File: src/design/adc_pkg.sv
/*
  shared definitions for the multislope adc controller
  - count, integration and spi frame widths
  - reference switch codes, sequencer states, register map
  - settings, result and event structs
*/

package adc_pkg;

  localparam int cnt_w   = 24;
  localparam int int_w   = 32;
  localparam int frame_w = 32;

  // {ref_n, ref_p} switch pair
  typedef enum logic [1:0] {
    ref_none     = 2'b00,
    ref_pos      = 2'b01,
    ref_neg      = 2'b10,
    ref_slow_pos = 2'b11
  } ref_code_t;

  typedef enum logic [2:0] {
    st_init,
    st_fix_pos,
    st_var,
    st_fix_neg,
    st_var2,
    st_rundown,
    st_done
  } seq_state_t;

  // low 7 bits of the spi address byte
  typedef enum logic [6:0] {
    a_count_up   = 7'd9,
    a_count_down = 7'd10,
    a_rundown    = 7'd11,
    a_trans_up   = 7'd12,
    a_trans_down = 7'd14,
    a_test       = 7'd15,
    a_init_n     = 7'd18,
    a_fix_n      = 7'd20,
    a_var_n      = 7'd21,
    a_int_lo     = 7'd22,
    a_int_hi     = 7'd23,
    a_slow       = 7'd24,
    a_himux      = 7'd25,
    a_fix_up     = 7'd26,
    a_fix_down   = 7'd27
  } reg_addr_t;

  localparam logic [cnt_w-1:0] test_word = 24'hffffff;

  typedef struct packed {
    logic [cnt_w-1:0] init_n;
    logic [cnt_w-1:0] fix_n;
    logic [cnt_w-1:0] var_n;
    logic [int_w-1:0] int_n;
    logic             slow_rundown;
    logic [3:0]       himux_sel;
  } mod_cfg_t;

  typedef struct packed {
    logic [cnt_w-1:0] count_up;
    logic [cnt_w-1:0] count_down;
    logic [cnt_w-1:0] trans_up;
    logic [cnt_w-1:0] trans_down;
    logic [cnt_w-1:0] fix_up;
    logic [cnt_w-1:0] fix_down;
    logic [cnt_w-1:0] rundown;
  } mod_result_t;

  // one-cycle strobes, sequencer to counters
  typedef struct packed {
    logic clear;
    logic fix_pos;
    logic fix_neg;
    logic var_up;
    logic var_down;
    logic trans_up;
    logic trans_down;
    logic finish;
  } slope_ev_t;

endpackage

File: src/design/spi_target.sv
/*
  spi target, sampled in the system clock domain
  - two-flop synchronisers on sck, cs_n and mosi
  - 32-bit frame shift in, 24-bit read word shift out
  - frame strobe when cs_n rises after a full frame
*/

`timescale 1ns/100ps

module spi_target #(
  parameter int frame_w = 32
) (
  input  logic                      clk,
  input  logic                      rst_n,
  input  logic                      sck,
  input  logic                      cs_n,
  input  logic                      mosi,
  input  logic [adc_pkg::cnt_w-1:0] rd_word,
  output logic                      miso,
  output logic                      frame_stb,
  output logic [frame_w-1:0]        frame
);

  import adc_pkg::*;

  localparam int addr_w = frame_w - cnt_w;
  localparam int bc_w   = $clog2(frame_w + 1);

  logic [2:0]       sck_q;
  logic [2:0]       cs_q;
  logic [1:0]       mosi_q;
  logic             sck_rise;
  logic             sck_fall;
  logic             cs_s;
  logic             cs_rise;
  logic [bc_w-1:0]  bit_cnt;
  logic             load_pend;
  logic [cnt_w-1:0] out_sr;

  ////////////////////
  // pin synchronisers
  always_ff @(posedge clk or negedge rst_n)
  begin
    if (!rst_n)
    begin
      sck_q  <= '0;
      cs_q   <= '1;
      mosi_q <= '0;
    end
    else
    begin
      sck_q  <= {sck_q[1:0], sck};
      cs_q   <= {cs_q[1:0], cs_n};
      mosi_q <= {mosi_q[0], mosi};
    end
  end

  // third flop only for edge detect
  assign sck_rise = sck_q[1] & ~sck_q[2];
  assign sck_fall = ~sck_q[1] & sck_q[2];
  assign cs_s     = cs_q[1];
  assign cs_rise  = cs_q[1] & ~cs_q[2];

  ////////////////////
  // bit count, miso, frame strobe
  always_ff @(posedge clk or negedge rst_n)
  begin
    if (!rst_n)
    begin
      bit_cnt   <= '0;
      load_pend <= 1'b0;
      miso      <= 1'b0;
      frame_stb <= 1'b0;
    end
    else
    begin
      // only an exact frame counts
      frame_stb <= cs_rise && (bit_cnt == bc_w'(frame_w));
      if (cs_s)
      begin
        bit_cnt   <= '0;
        load_pend <= 1'b0;
        miso      <= 1'b0;
      end
      else
      begin
        // address byte complete after this rise
        load_pend <= sck_rise && (bit_cnt == bc_w'(addr_w - 1));
        if (sck_rise && (bit_cnt != '1))
          bit_cnt <= bit_cnt + 1'b1;
        // data bits leave after the falling edge
        if (sck_fall && (bit_cnt >= bc_w'(addr_w)))
          miso <= out_sr[cnt_w-1];
      end
    end
  end

  // fill msb first, address lands in the top byte
  always_ff @(posedge clk)
  begin
    if (!cs_s && sck_rise && (bit_cnt < bc_w'(frame_w)))
      frame[frame_w - 1 - bit_cnt] <= mosi_q[1];
    if (load_pend)
      out_sr <= rd_word;
    else if (!cs_s && sck_fall && (bit_cnt >= bc_w'(addr_w)))
      out_sr <= {out_sr[cnt_w-2:0], 1'b0};
  end

  // host keeps sck idle outside a frame
  a_sck_idle: assert property (@(posedge clk) disable iff (!rst_n)
    cs_s |-> !(sck_rise || sck_fall));

endmodule

File: src/design/reg_bank.sv
/*
  register bank behind the spi target
  - modulation settings with reset defaults
  - write decode on the frame strobe
  - read word select for the addressed register
*/

`timescale 1ns/100ps

module reg_bank #(
  parameter logic [adc_pkg::cnt_w-1:0] def_init_n = 24'd10000,
  parameter logic [adc_pkg::cnt_w-1:0] def_fix_n  = 24'd700,
  parameter logic [adc_pkg::cnt_w-1:0] def_var_n  = 24'd5500,
  parameter logic [adc_pkg::int_w-1:0] def_int_n  = 32'd4000000,
  parameter logic                      def_slow   = 1'b1,
  parameter logic [3:0]                def_himux  = 4'b1011
) (
  input  logic                        clk,
  input  logic                        rst_n,
  input  logic                        frame_stb,
  input  logic [adc_pkg::frame_w-1:0] frame,
  input  adc_pkg::mod_result_t        result,
  output adc_pkg::mod_cfg_t           cfg,
  output logic [adc_pkg::cnt_w-1:0]   rd_word
);

  import adc_pkg::*;

  reg_addr_t        addr;
  logic [cnt_w-1:0] wr_val;
  logic             wr_en;

  // top byte is the address, bit 7 marks read only
  assign addr   = reg_addr_t'(frame[frame_w-2:cnt_w]);
  assign wr_val = frame[cnt_w-1:0];
  assign wr_en  = frame_stb & ~frame[frame_w-1];

  ////////////////////
  // settings
  always_ff @(posedge clk or negedge rst_n)
  begin
    if (!rst_n)
    begin
      cfg.init_n       <= def_init_n;
      cfg.fix_n        <= def_fix_n;
      cfg.var_n        <= def_var_n;
      cfg.int_n        <= def_int_n;
      cfg.slow_rundown <= def_slow;
      cfg.himux_sel    <= def_himux;
    end
    else if (wr_en)
    begin
      case (addr)
        a_init_n: cfg.init_n <= wr_val;
        a_fix_n:  cfg.fix_n  <= wr_val;
        a_var_n:  cfg.var_n  <= wr_val;
        // integration period split over two addresses
        a_int_lo: cfg.int_n[cnt_w-1:0] <= wr_val;
        a_int_hi: cfg.int_n[int_w-1:cnt_w] <= wr_val[int_w-cnt_w-1:0];
        a_slow:   cfg.slow_rundown <= wr_val[0];
        a_himux:  cfg.himux_sel <= wr_val[3:0];
        default:  ;
      endcase
    end
  end

  ////////////////////
  // read select, sampled by the spi target after the address byte
  always_comb
  begin
    case (addr)
      a_count_up:   rd_word = result.count_up;
      a_count_down: rd_word = result.count_down;
      a_rundown:    rd_word = result.rundown;
      a_trans_up:   rd_word = result.trans_up;
      a_trans_down: rd_word = result.trans_down;
      a_fix_up:     rd_word = result.fix_up;
      a_fix_down:   rd_word = result.fix_down;
      a_test:       rd_word = test_word;
      a_init_n:     rd_word = cfg.init_n;
      a_fix_n:      rd_word = cfg.fix_n;
      a_var_n:      rd_word = cfg.var_n;
      a_int_lo:     rd_word = cfg.int_n[cnt_w-1:0];
      a_int_hi:     rd_word = cnt_w'(cfg.int_n[int_w-1:cnt_w]);
      a_slow:       rd_word = cnt_w'(cfg.slow_rundown);
      a_himux:      rd_word = cnt_w'(cfg.himux_sel);
      // unmapped addresses read zero
      default:      rd_word = '0;
    endcase
  end

endmodule

File: src/design/slope_counters.sv
/*
  slope event counters
  - six working counters, cleared at the start of a conversion
  - result snapshot on the finish strobe, held until the next one
*/

`timescale 1ns/100ps

module slope_counters (
  input  logic                      clk,
  input  logic                      rst_n,
  input  adc_pkg::slope_ev_t        ev,
  input  logic [adc_pkg::cnt_w-1:0] rundown_count,
  output adc_pkg::mod_result_t      result
);

  import adc_pkg::*;

  localparam int n_cnt = 6;

  logic [cnt_w-1:0] cnt [n_cnt];
  logic [n_cnt-1:0] inc;

  // slot order
  // 0 up, 1 down, 2 trans up, 3 trans down, 4 fix up, 5 fix down
  // fixed positive reference drives the integrator down
  assign inc = {ev.fix_pos, ev.fix_neg, ev.trans_down, ev.trans_up,
                ev.var_down, ev.var_up};

  ////////////////////
  // working counters
  for (genvar i = 0; i < n_cnt; i++)
  begin : g_cnt
    always_ff @(posedge clk or negedge rst_n)
    begin
      if (!rst_n)
        cnt[i] <= '0;
      else if (ev.clear)
        cnt[i] <= '0;
      else if (inc[i])
        cnt[i] <= cnt[i] + 1'b1;
    end
  end

  ////////////////////
  // snapshot for the register bank
  always_ff @(posedge clk or negedge rst_n)
  begin
    if (!rst_n)
      result <= '0;
    else if (ev.finish)
    begin
      result.count_up   <= cnt[0];
      result.count_down <= cnt[1];
      result.trans_up   <= cnt[2];
      result.trans_down <= cnt[3];
      result.fix_up     <= cnt[4];
      result.fix_down   <= cnt[5];
      // rundown clocks come straight from the sequencer
      result.rundown    <= rundown_count;
    end
  end

endmodule

File: src/design/modulation_seq.sv
/*
  multislope modulation sequencer
  - init, four-phase run-up loop, rundown, done
  - phase timer, integration timer, rundown clock count
  - comparator synchroniser and zero-cross edge detect
  - event strobes for the slope counters
*/

`timescale 1ns/100ps

module modulation_seq (
  input  logic                      clk,
  input  logic                      rst_n,
  input  adc_pkg::mod_cfg_t         cfg,
  input  logic                      comparator,
  output adc_pkg::slope_ev_t        ev,
  output logic [adc_pkg::cnt_w-1:0] rundown_count,
  output adc_pkg::ref_code_t        ref_sel,
  output logic                      sig_en,
  output logic [3:0]                himux,
  output logic                      int_n
);

  import adc_pkg::*;

  seq_state_t       state;
  seq_state_t       next_state;
  mod_cfg_t         cfg_q;
  mod_cfg_t         run_cfg;
  logic             take_cfg;
  logic [cnt_w-1:0] phase_cnt;
  logic [cnt_w-1:0] phase_cnt_rd;
  logic [cnt_w-1:0] phase_len;
  logic             phase_last;
  logic             first;
  logic             runup;
  logic [int_w-1:0] int_cnt;
  logic             int_done;
  logic [2:0]       cmp_q;
  logic             cmp_s;
  logic             cmp_edge;
  ref_code_t        var_ref;
  ref_code_t        prev_ref;

  ////////////////////
  // comparator, two sync flops plus one for edges
  assign cmp_s    = cmp_q[1];
  assign cmp_edge = cmp_q[1] ^ cmp_q[2];

  // settings frozen for one conversion, copied in the first init cycle
  assign run_cfg = take_cfg ? cfg : cfg_q;
  assign himux   = run_cfg.himux_sel;

  always_ff @(posedge clk)
  begin
    if (take_cfg)
      cfg_q <= cfg;
  end

  ////////////////////
  // phase timing
  always_comb
  begin
    case (state)
      st_init:                phase_len = run_cfg.init_n;
      st_fix_pos, st_fix_neg: phase_len = run_cfg.fix_n;
      default:                phase_len = run_cfg.var_n;
    endcase
  end

  assign phase_last = (phase_cnt == phase_len - 1'b1);
  assign first      = (phase_cnt == '0);
  assign runup      = (state == st_fix_pos) || (state == st_var) ||
                      (state == st_fix_neg) || (state == st_var2);
  assign int_done   = (int_cnt == run_cfg.int_n);

  always_comb
  begin
    next_state = state;
    case (state)
      st_init:    if (phase_last) next_state = st_fix_pos;
      st_fix_pos: if (phase_last) next_state = st_var;
      st_var:     if (phase_last) next_state = st_fix_neg;
      st_fix_neg: if (phase_last) next_state = st_var2;
      st_var2:
        // leave only with integration over and the integrator above zero cross
        if (phase_last)
          next_state = (int_done && !cmp_s) ? st_rundown : st_fix_pos;
      st_rundown: if (cmp_edge) next_state = st_done;
      default:    next_state = st_init;
    endcase
  end

  ////////////////////
  // reference switches
  always_comb
  begin
    case (state)
      st_fix_pos:     ref_sel = ref_pos;
      st_fix_neg:     ref_sel = ref_neg;
      // direction picked on the first cycle, then held
      st_var, st_var2:
        ref_sel = first ? (cmp_s ? ref_neg : ref_pos) : var_ref;
      st_rundown:     ref_sel = run_cfg.slow_rundown ? ref_slow_pos : ref_pos;
      default:        ref_sel = ref_none;
    endcase
  end

  always_comb
  begin
    ev            = '0;
    ev.clear      = take_cfg;
    ev.finish     = (state == st_done);
    ev.fix_pos    = (state == st_fix_pos) && first;
    ev.fix_neg    = (state == st_fix_neg) && first;
    ev.var_up     = ((state == st_var) || (state == st_var2)) && first && cmp_s;
    ev.var_down   = ((state == st_var) || (state == st_var2)) && first && !cmp_s;
    // any change of reference, the first ref_pos after ref_none too
    ev.trans_up   = runup && (ref_sel == ref_neg) && (prev_ref != ref_neg);
    ev.trans_down = runup && (ref_sel == ref_pos) && (prev_ref != ref_pos);
  end

  assign int_n         = (state != st_done);
  assign rundown_count = phase_cnt_rd;

  ////////////////////
  // state and timers
  always_ff @(posedge clk or negedge rst_n)
  begin
    if (!rst_n)
    begin
      state        <= st_init;
      phase_cnt    <= '0;
      take_cfg     <= 1'b1;
      var_ref      <= ref_none;
      prev_ref     <= ref_none;
      cmp_q        <= '0;
      phase_cnt_rd <= '0;
      int_cnt      <= '0;
      sig_en       <= 1'b0;
    end
    else
    begin
      cmp_q     <= {cmp_q[1:0], comparator};
      state     <= next_state;
      phase_cnt <= (next_state != state) ? '0 : phase_cnt + 1'b1;
      take_cfg  <= (state == st_done);
      prev_ref  <= ref_sel;
      if (runup && first)
        var_ref <= ref_sel;
      // cycles spent with the rundown code out
      if (state == st_rundown)
        phase_cnt_rd <= phase_cnt_rd + 1'b1;
      else if (state == st_init)
        phase_cnt_rd <= '0;
      // integration window opens with the first fixed positive phase
      if (state == st_init)
      begin
        int_cnt <= phase_last ? int_w'(1) : '0;
        sig_en  <= phase_last;
      end
      else if (sig_en)
      begin
        if (int_done)
          sig_en <= 1'b0;
        else
          int_cnt <= int_cnt + 1'b1;
      end
    end
  end

  a_int_pulse: assert property (@(posedge clk) disable iff (!rst_n)
    $fell(int_n) |=> int_n);

  a_no_sig_rundown: assert property (@(posedge clk) disable iff (!rst_n)
    (state == st_rundown) |-> !sig_en);

endmodule

File: src/design/adc_top.sv
/*
  adc controller top level
  - spi target and register bank
  - modulation sequencer and slope counters
  - reference select split onto the switch pins
*/

`timescale 1ns/100ps

module adc_top #(
  parameter logic [adc_pkg::cnt_w-1:0] def_init_n = 24'd10000,
  parameter logic [adc_pkg::cnt_w-1:0] def_fix_n  = 24'd700,
  parameter logic [adc_pkg::cnt_w-1:0] def_var_n  = 24'd5500,
  parameter logic [adc_pkg::int_w-1:0] def_int_n  = 32'd4000000,
  parameter logic                      def_slow   = 1'b1,
  parameter logic [3:0]                def_himux  = 4'b1011
) (
  input  logic       clk,
  input  logic       rst_n,
  input  logic       sck,
  input  logic       cs_n,
  input  logic       mosi,
  input  logic       comparator,
  output logic       miso,
  output logic       int_n,
  output logic       ref_p,
  output logic       ref_n,
  output logic       sig,
  output logic [3:0] himux
);

  import adc_pkg::*;

  logic               frame_stb;
  logic [frame_w-1:0] frame;
  logic [cnt_w-1:0]   rd_word;
  mod_cfg_t           cfg;
  mod_result_t        result;
  slope_ev_t          ev;
  logic [cnt_w-1:0]   rundown_count;
  ref_code_t          ref_sel;

  assign {ref_n, ref_p} = ref_sel;

  spi_target #(.frame_w(frame_w)) i_spi (
    .clk, .rst_n, .sck, .cs_n, .mosi, .rd_word, .miso, .frame_stb, .frame
  );

  reg_bank #(
    .def_init_n(def_init_n), .def_fix_n(def_fix_n), .def_var_n(def_var_n),
    .def_int_n(def_int_n), .def_slow(def_slow), .def_himux(def_himux)
  ) i_regs (
    .clk, .rst_n, .frame_stb, .frame, .result, .cfg, .rd_word
  );

  modulation_seq i_seq (
    .clk, .rst_n, .cfg, .comparator, .ev, .rundown_count, .ref_sel,
    .sig_en(sig), .himux, .int_n
  );

  slope_counters i_cnt (
    .clk, .rst_n, .ev, .rundown_count, .result
  );

endmodule

File: config.mk
export PLATFORM = sky130hd
export DESIGN_NAME = adc_top
export DESIGN_NICKNAME = d
export VERILOG_FILES = /design/src/design/adc_pkg.sv /design/src/design/spi_target.sv /design/src/design/reg_bank.sv /design/src/design/slope_counters.sv /design/src/design/modulation_seq.sv /design/src/design/adc_top.sv
export SDC_FILE = /design/constraint.sdc
export NUM_CORES = 1
export LEC_CHECK = 0
export BUFFER_PORTS_ARGS = -buffer_cell sky130_fd_sc_hd__buf_2
export CAP_MARGIN = 10
export CORE_MARGIN = 5
export CORE_UTILIZATION = 60
export CTS_CLUSTER_DIAMETER = 120
export DETAILED_ROUTE_END_ITERATION = 7
export PLACE_DENSITY = 0.8
export SLEW_MARGIN = 30
export SYNTH_ARGS = -nofsm -noshare
export SYNTH_HDL_FRONTEND = slang
export SYNTH_HIERARCHICAL = 1
export SYNTH_SLANG_ARGS = --single-unit
File: constraint.sdc
create_clock -name clk -period 8.4 [get_ports clk]
set_input_delay 0.42 -clock clk [delete_from_list [all_inputs] [get_ports clk]]
set_output_delay 0.42 -clock clk [all_outputs]
set_load 0.05 [all_outputs]
==> qor.txt, run 1 <==
Layout Utilization = 65.66%
Initial drt markers = 2926
Setup crit end = i_seq/phase_cnt[1]
Worst VDD drop = 0.0001848 V
Synth Instances = 2873
Routed WL per cell = 26.17 µm
Via density = 6.673
Number of global-route vias before repair = 23340
Rel. slew slack = 30.33%
Commonest non-fill, non-tap cells in the layout = dfrtp_1 (495), mux2_2 (383), nor2_1 (192)
Maximum clock path buffer count = 3
Post-layout instance area = 0.03603 mm²
Worst Path Required = 8.90 ns
R2R Path End = i_seq/phase_cnt[1]
Min Tclk post-route = 5.546 ns
Post-DP HPWL = 66.27 mm
Non-filler cells in the finished layout = 3597
TritonRoute pass-1 iters = 6
CTS root buffer = clkbuf_16
Die width = 244.9 µm
Via count = 24000
Multi-input logic area = 0.01492 mm²
Post CTS Setup Buffer Count = 0
Worst Reg2Reg Path Length in Cells = 13
DIE HEIGHT = 244.9 µm
Final worst path period share = 66.02%
Mapped cell area = 0.03311 mm²
Reg2Reg Setup Slack = 2.85 ns
Final nets = 2855
CP arrival = 6.05 ns
Worst setup SP type = flop
Hold Fails Final Rpt = 0
I/O Buffers = 14
HP Class = input pin to async pin
Leakage = 15.79 nW
DP Cell Count = 3455
CTS tree = built
Synth Area per Inst = 11.53 µm²
Filler Cell Count = 4036
WS Path Type = flop to flop
Final Setup Violations = 0
Synth cell types = 115
FP Rows = 86
Least-Margin Pin Slew = 1.040 ns
Ranking of synthesized cells by area = dfrtp_1 (37%), mux2_2 (13%), dfxtp_1 (6.6%)
Commonest non-fill, non-tap cell in the layout = dfrtp_1
# clock sinks = 695
Critical R2R Launch = i_seq/state[0]
# diodes = 0
Sequential cell area fraction in the yosys report = 51.85%
Unrepaired setup endpoints after global routing = no
Critical Path Fanout Max = 24
Max-Cap Viols = 0
Run status = finished, final reports clean
Placed Area = 0.03346 mm²
Tot GR Track Use = 31.09%
Worst Skew = 0.03860 ns
Net Count, Synth = 2895
H-tree depth = 3
Initial antenna violation count = 2
Largest net degree at the start of global routing = 180
Final Slew Violations = 0
Share of layout cells above drive strength 1 = 23.95%
Num CTS Buffers = 73
Area grow syn2layout = 8.816%
Setup TNS = 0 ns
DRC violations left = 0
Crit end category = flop
# IOs = 15
Asr flop ratio synth = 76.26%
Total power = 6.716 mW
#FFs+latches synth = 695
Ys flop type = dfrtp_1
Starting Density = 60.34%
Die area = 0.05999 mm²
Critical path startpoint = i_seq/state[0]
Final WL = 94.14 mm
GPL Wtd Cong = 0.9905
Grt ovf = 0
Number of nets still failing antenna checks after routing = 0
CTS clk-pin slew, worst paths = 0.07 ns
Clock Latency Late Sink = 0.65 ns
Fmax = 180.3 MHz
Yosys top cell area share = 37.48%
Core Footprint = 0.05488 mm²
P per Cell Area = 186.4 mW/mm²
Reg area = 0.01717 mm²
First-pass GRT wire length = 144.2 mm
Synth area leader = dfrtp_1
Number of enable flip-flop cells after synthesis = 56
Synth warn = 6
[cell usage after synthesis, drive strengths merged, types with 6 or more instances]
library cell  count
a211oi            7
a21o             13
a21oi           113
a221oi           12
a222oi            9
a22o             11
a22oi            40
a31oi            10
a32oi             8
and2              9
and3             40
and4             20
buf              76
clkbuf           88
dfrtp           496
dfstp            34
dfxtp           109
edfxtp           56
ha               16
inv              43
mux2            417
mux2i            35
nand2           163
nand2b           11
nand3           107
nand4            69
nor2            197
nor2b            15
nor3             67
nor3b             6
nor4             33
o2111ai           8
o211ai           16
o21ai            86
o22a             13
o22ai            11
o31ai            39
or2              16
or3              59
or4              40
xnor2            70
xor2            103
[sequential cells by signal, summed over array words and instances (netlist names), 3 cells and up]
signal               count
i_cnt/cnt              144
i_cnt/result           168
i_regs/cfg             109
i_seq/cfg_q            109
i_seq/cmp_q              3
i_seq/int_cnt           32
i_seq/phase_cnt         24
i_seq/rundown_count     24
i_seq/state              3
i_spi/bit_cnt            6
i_spi/cs_q               3
i_spi/frame             32
i_spi/out_sr            24
i_spi/sck_q              3
[final cells by class]
| class | instances | share of cell area [%] |
|---|---|---|
| Clock inverter | 34 | 1.181 |
| Inverter | 44 | 0.4723 |
| Multi-Input combinational cell | 1970 | 41.42 |
| Sequential cell | 695 | 47.66 |
| Clock buffer | 101 | 5.639 |
| Tap cell | 704 | 2.445 |
| Timing Repair Buffer | 49 | 1.181 |
[report_power, final]
group / internal (mW) / switching [mW] / leakage, nW
registers: 3.38 / 0.00657 / 8.62
clock network: 1.85 / 1.41 / 1.20
logic: 0.0112 / 0.0550 / 5.97
[cell families (layout without fill, tap and decap cells)]
kind of cell	count (synthesis)	count (layout)	synth area share [%]
AOI/OAI and AO/OA	449	449	9.360
xor gates and xnor gates	174	174	4.644
adders and majority gates	16	16	0.6046
buffers and inverters	208	228	3.151
DFF	695	695	51.85
muxes	454	454	15.65
and+or+nand+nor	877	877	14.74
[routing by layer]
metal	share of wire (%)	track usage, %	vias up
met5	0	0	-
met4	4.2	11.40	0
met3	9.1	6.500	211
met2	44	46.42	1148
met1	42	45.44	12160
li1	-	-	10480
[timing repair]
action / 4_1_cts / 5_1_grt
hold buffers: 5 / 0
endpoints found under the hold margin: 131 / 0
resized for setup: 0 / 0
[how the worst min path moves through the flow]
stage                    startpoint               end  slack, ns  cells after the start
detailed placement   i_spi/sck_q[0]    i_spi/sck_q[1]       0.34                      0
global placement    i_spi/mosi_q[0]   i_spi/mosi_q[1]       0.34                      0
CTS                 i_spi/mosi_q[0]   i_spi/mosi_q[1]       0.35                      0
global route        i_spi/mosi_q[0]   i_spi/mosi_q[1]       0.35                      0
floorplan                     rst_n      i_cnt/cnt[0]       0.12                      0
finish                        rst_n  i_cnt/result[39]       0.34                      2
[worst max-delay path, stage by stage (launching register included)]
cell      delay (ns)
dfrtp_1         0.71
nand2b_1        0.73
nand2_1         0.11
a222oi_1        0.77
buf_2           0.27
ha_1            0.42
xnor3_1         0.39
o32a_1          0.17
o211ai_1        0.18
o311ai_0        0.15
nor3_1          0.75
and3_1          0.28
buf_4           0.35
nor3b_1         0.11
[through the flow]
step,worst slack [ns],hold slack (ns)
after global routing,2.461,0.3470
after floorplan,3.983,0.1244
after detailed placement,2.951,0.3404
after global placement,2.943,0.3379
after CTS,2.970,0.3462
final,2.854,0.3389
(Power assumes the default switching activity.)
==> run 2, diff against run 1 <==
--- a/config.mk
+++ b/config.mk
@@ -8,10 +8,10 @@
 export BUFFER_PORTS_ARGS = -buffer_cell sky130_fd_sc_hd__buf_2
 export CAP_MARGIN = 10
 export CORE_MARGIN = 5
-export CORE_UTILIZATION = 60
+export CORE_UTILIZATION = 58
 export CTS_CLUSTER_DIAMETER = 120
 export DETAILED_ROUTE_END_ITERATION = 7
-export PLACE_DENSITY = 0.8
+export PLACE_DENSITY = 0.81
 export SLEW_MARGIN = 30
 export SYNTH_ARGS = -nofsm -noshare
 export SYNTH_HDL_FRONTEND = slang
==> constraint.sdc (replaced) <==
create_clock -name clk -period 4.7 [get_ports clk]
set_input_delay 0.235 -clock clk [delete_from_list [all_inputs] [get_ports clk]]
set_output_delay 0.235 -clock clk [all_outputs]
set_load 0.05 [all_outputs]
==> run 2 against run 1 <==
  * Critical path depth is 1 lower
  * Sequential share of layout area is 0.28 points lower
  * Sequential power is 78% higher
  * Worst setup slack worse by 2.6 ns
  * Utilization is 1.5 points lower
  * Via count is 1.5% higher
  * Clock skew is 0.012 ns lower
  * Die area is 3.3% higher
  * Non-clock buffer count is 15 higher
  * Fmax is 26% higher
  * Critical endpoint is now i_cnt/cnt[87]
  * Largest power group unchanged
==> qor.txt, run 2 (synthesis results as in run 1) <==
Setup TNS = 0 ns (unchanged)
Worst Path Required = 5.25 ns (-3.65 ns)
Sink of the worst hold path = i_spi/mosi_q[0]
Final Setup Violations = 0 (unchanged)
CTS tree = built
Most crowded layer after global routing = met2
Via density = 6.649 (-0.36%)
# clock sinks = 695 (unchanged)
Number of nets still failing antenna checks after routing = 0 (unchanged)
Max-Cap Viols = 0 (unchanged)
CTS clk-pin slew, worst paths = 0.06 ns (about the same)
Commonest non-fill, non-tap cell in the layout = dfrtp_1
Comb power frac = 1.0% (about the same)
Cell-internal power = 9.426 mW (+80%)
Largest net degree at the start of global routing = 115 (-36%)
CP arrival = 4.96 ns (-1.09 ns)
DP Cell Count = 3524 (+2.0%)
Grt ovf = 0 (unchanged)
Sw Share = 21.64% (-0.27 points)
DIE HEIGHT = 248.9 µm (+1.6%)
TritonRoute pass-1 iters = 8 (+2)
Area grow syn2layout = 9.450%
Post-DP HPWL = 66.60 mm (+0.51%)
Critical Path Fanout Max = 10 (-58%)
Non-filler cells in the finished layout = 3664 (+1.9%)
H-tree depth = 3 (unchanged)
Final nets = 2871 (+0.56%)
Hold path start = mosi
CTS resizes = 0 (unchanged)
Worst Reg2Reg Path Length in Cells = 12 (-1)
Filler Cell Count = 4114 (+1.9%)
Hold Buf Count CTS = 5 (unchanged)
Run status = finished, final reports clean
Starting Density = 58.61% (-1.7 points)
I/O Buffers = 14 (unchanged)
Least-Margin Pin Slew = 1.003 ns (-0.03688 ns)
Number of global-route vias before repair = 24120 (+3.3%)
Worst setup SP type = flop
# IOs = 15 (unchanged)
M1 GR Usage = 41.45% (-4.0 points)
Fmax = 226.8 MHz (+26%)
Maximum clock path buffer count = 3 (unchanged)
Sw power = 2.603 mW (+77%)
DRC violations left = 0 (unchanged)
Flop pwr share = 50.3% (about the same)
Routed WL per cell = 25.70 µm (-1.8%)
WS Path Type = flop to flop
Critical path startpoint = i_seq/phase_cnt[0]
Commonest non-fill, non-tap cells in the layout = dfrtp_1 (495), mux2_2 (383), nor2_1 (193)
Final worst path period share = 93.80% (+28 points)
Critical R2R Launch = i_seq/phase_cnt[0]
HP Class = input pin to flop
Die area = 0.06197 mm² (+3.3%)
Max stage delay on crit path = 0.61 ns (-0.16 ns)
Die width = 248.9 µm (+1.6%)
P per Cell Area = 331.9 mW/mm² (+78%)
CP cell instances = inv_1 > ha_1 > nor4b_1 > nand4_1 > nor2_1 > nand2_1 > a32oi_1 > and3_1 > nand4_1 > nor2_1 > or4b_2 > a21oi_1
First-pass GRT wire length = 144.8 mm (+0.37%)
Core Footprint = 0.05650 mm² (+2.9%)
Final WL = 94.17 mm (about the same)
CTS root buffer = clkbuf_16
Reg area = 0.01717 mm² (unchanged)
Initial antenna violation count = 2 (unchanged)
Max reg flops = 168 (unchanged)
Final Slew Violations = 0 (unchanged)
Unrepaired setup endpoints after global routing = no
CP max-delay cell = or4b_2
Worst VDD drop = 0.0002764 V (+50%)
Leakage = 15.86 nW (+0.48%)
Met3 usage = 6.912% (+0.41 points)
Clock Latency Late Sink = 0.63 ns (-0.02 ns)
Clock power share = 48.7% (about the same)
Tot GR Track Use = 29.63% (-1.5 points)
# diodes = 0 (unchanged)
Min Tclk post-route = 4.409 ns (-1.137 ns)
R2R Path End = i_cnt/cnt[87]
GPL Wtd Cong = 1.052 (+6.2%)
FP Rows = 87 (+1.2%)
Worst Skew = 0.02621 ns (-0.01238 ns)
Via count = 24360 (+1.5%)
Share of layout cells above drive strength 1 = 24.35% (+0.39 points)
Hold Slack = 0.2533 ns (-0.08559 ns)
Num CTS Buffers = 74 (+1.4%)
Hold Fails Final Rpt = 0 (unchanged)
Post CTS Setup Buffer Count = 0 (unchanged)
Biggest regs = i_cnt/result: 168 flops, i_cnt/cnt: 144 flops
Crit end category = flop
Initial drt markers = 2848 (-2.7%)
Multi-input logic area = 0.01493 mm² (about the same)
Rel. slew slack = 32.60% (+2.3 points)
Biggest register = i_cnt/result
Reg2Reg Setup Slack = 0.29 ns (-2.56 ns)
Grt met2 use = 44.77% (-1.6 points)
Hold path depth = 2
==> run 2: per-layer routing <==
metal	vias up	part of all wire, %
met5	-	0
met4	0	4.7
met3	242	9.6
met2	1177	45
met1	12420	41
li1	10520	-
==> run 2: through the flow <==
step	setup slack, ns	instance area (µm²)	total power [mW]	util [%]
final	0.2912	36240	12.03	64.15
after global routing	0.02558	36240	12.38	64.15
after global placement	0.5178	33730	6.282	59.70
after detailed placement	0.3804	33730	6.286	59.71
after CTS	0.3653	36240	12.11	64.15
after floorplan	0.2832	33110	6.175	-
==> run 2: how the worst max path moves through the flow <==
stage / endpoint / slack (ns)
finish: i_cnt/cnt[87] / 0.29
global route: i_cnt/cnt[87] / 0.03
CTS: i_seq/phase_cnt[1] / 0.37
detailed placement: i_seq/phase_cnt[5] / 0.38
global placement: i_seq/phase_cnt[5] / 0.52
floorplan: i_cnt/cnt[71] / 0.28
==> run 2: critical path, delay by kind of cell (launching register included) <==
kind / cells / cell delay (ns)
compound gates: 2 / 0.56
buf+inv: 1 / 0.08
simple gates: 8 / 3.11
fa+ha+maj: 1 / 0.14
flops: 1 / 0.44
==> run 2: final cells by class <==
type                            count  share of cell area, %
Clock buffer                      105                  5.879
Clock inverter                     30                 0.8976
Inverter                           44                 0.4695
Multi-Input combinational cell   1970                  41.19
Sequential cell                   695                  47.39
Tap cell                          756                  2.610
Timing Repair Buffer               64                  1.567
==> run 2: power groups by stage <==
| stage | sequential, mW | clock (mW) | combinational, mW |
|---|---|---|---|
| global placement | 6.17 | 0 | 0.116 |
| detailed placement | 6.17 | 0 | 0.120 |
| floorplan | 6.16 | 0 | 0.0136 |
| CTS | 6.05 | 5.94 | 0.124 |
| finish | 6.05 | 5.86 | 0.117 |
| global route | 6.05 | 6.19 | 0.140 |
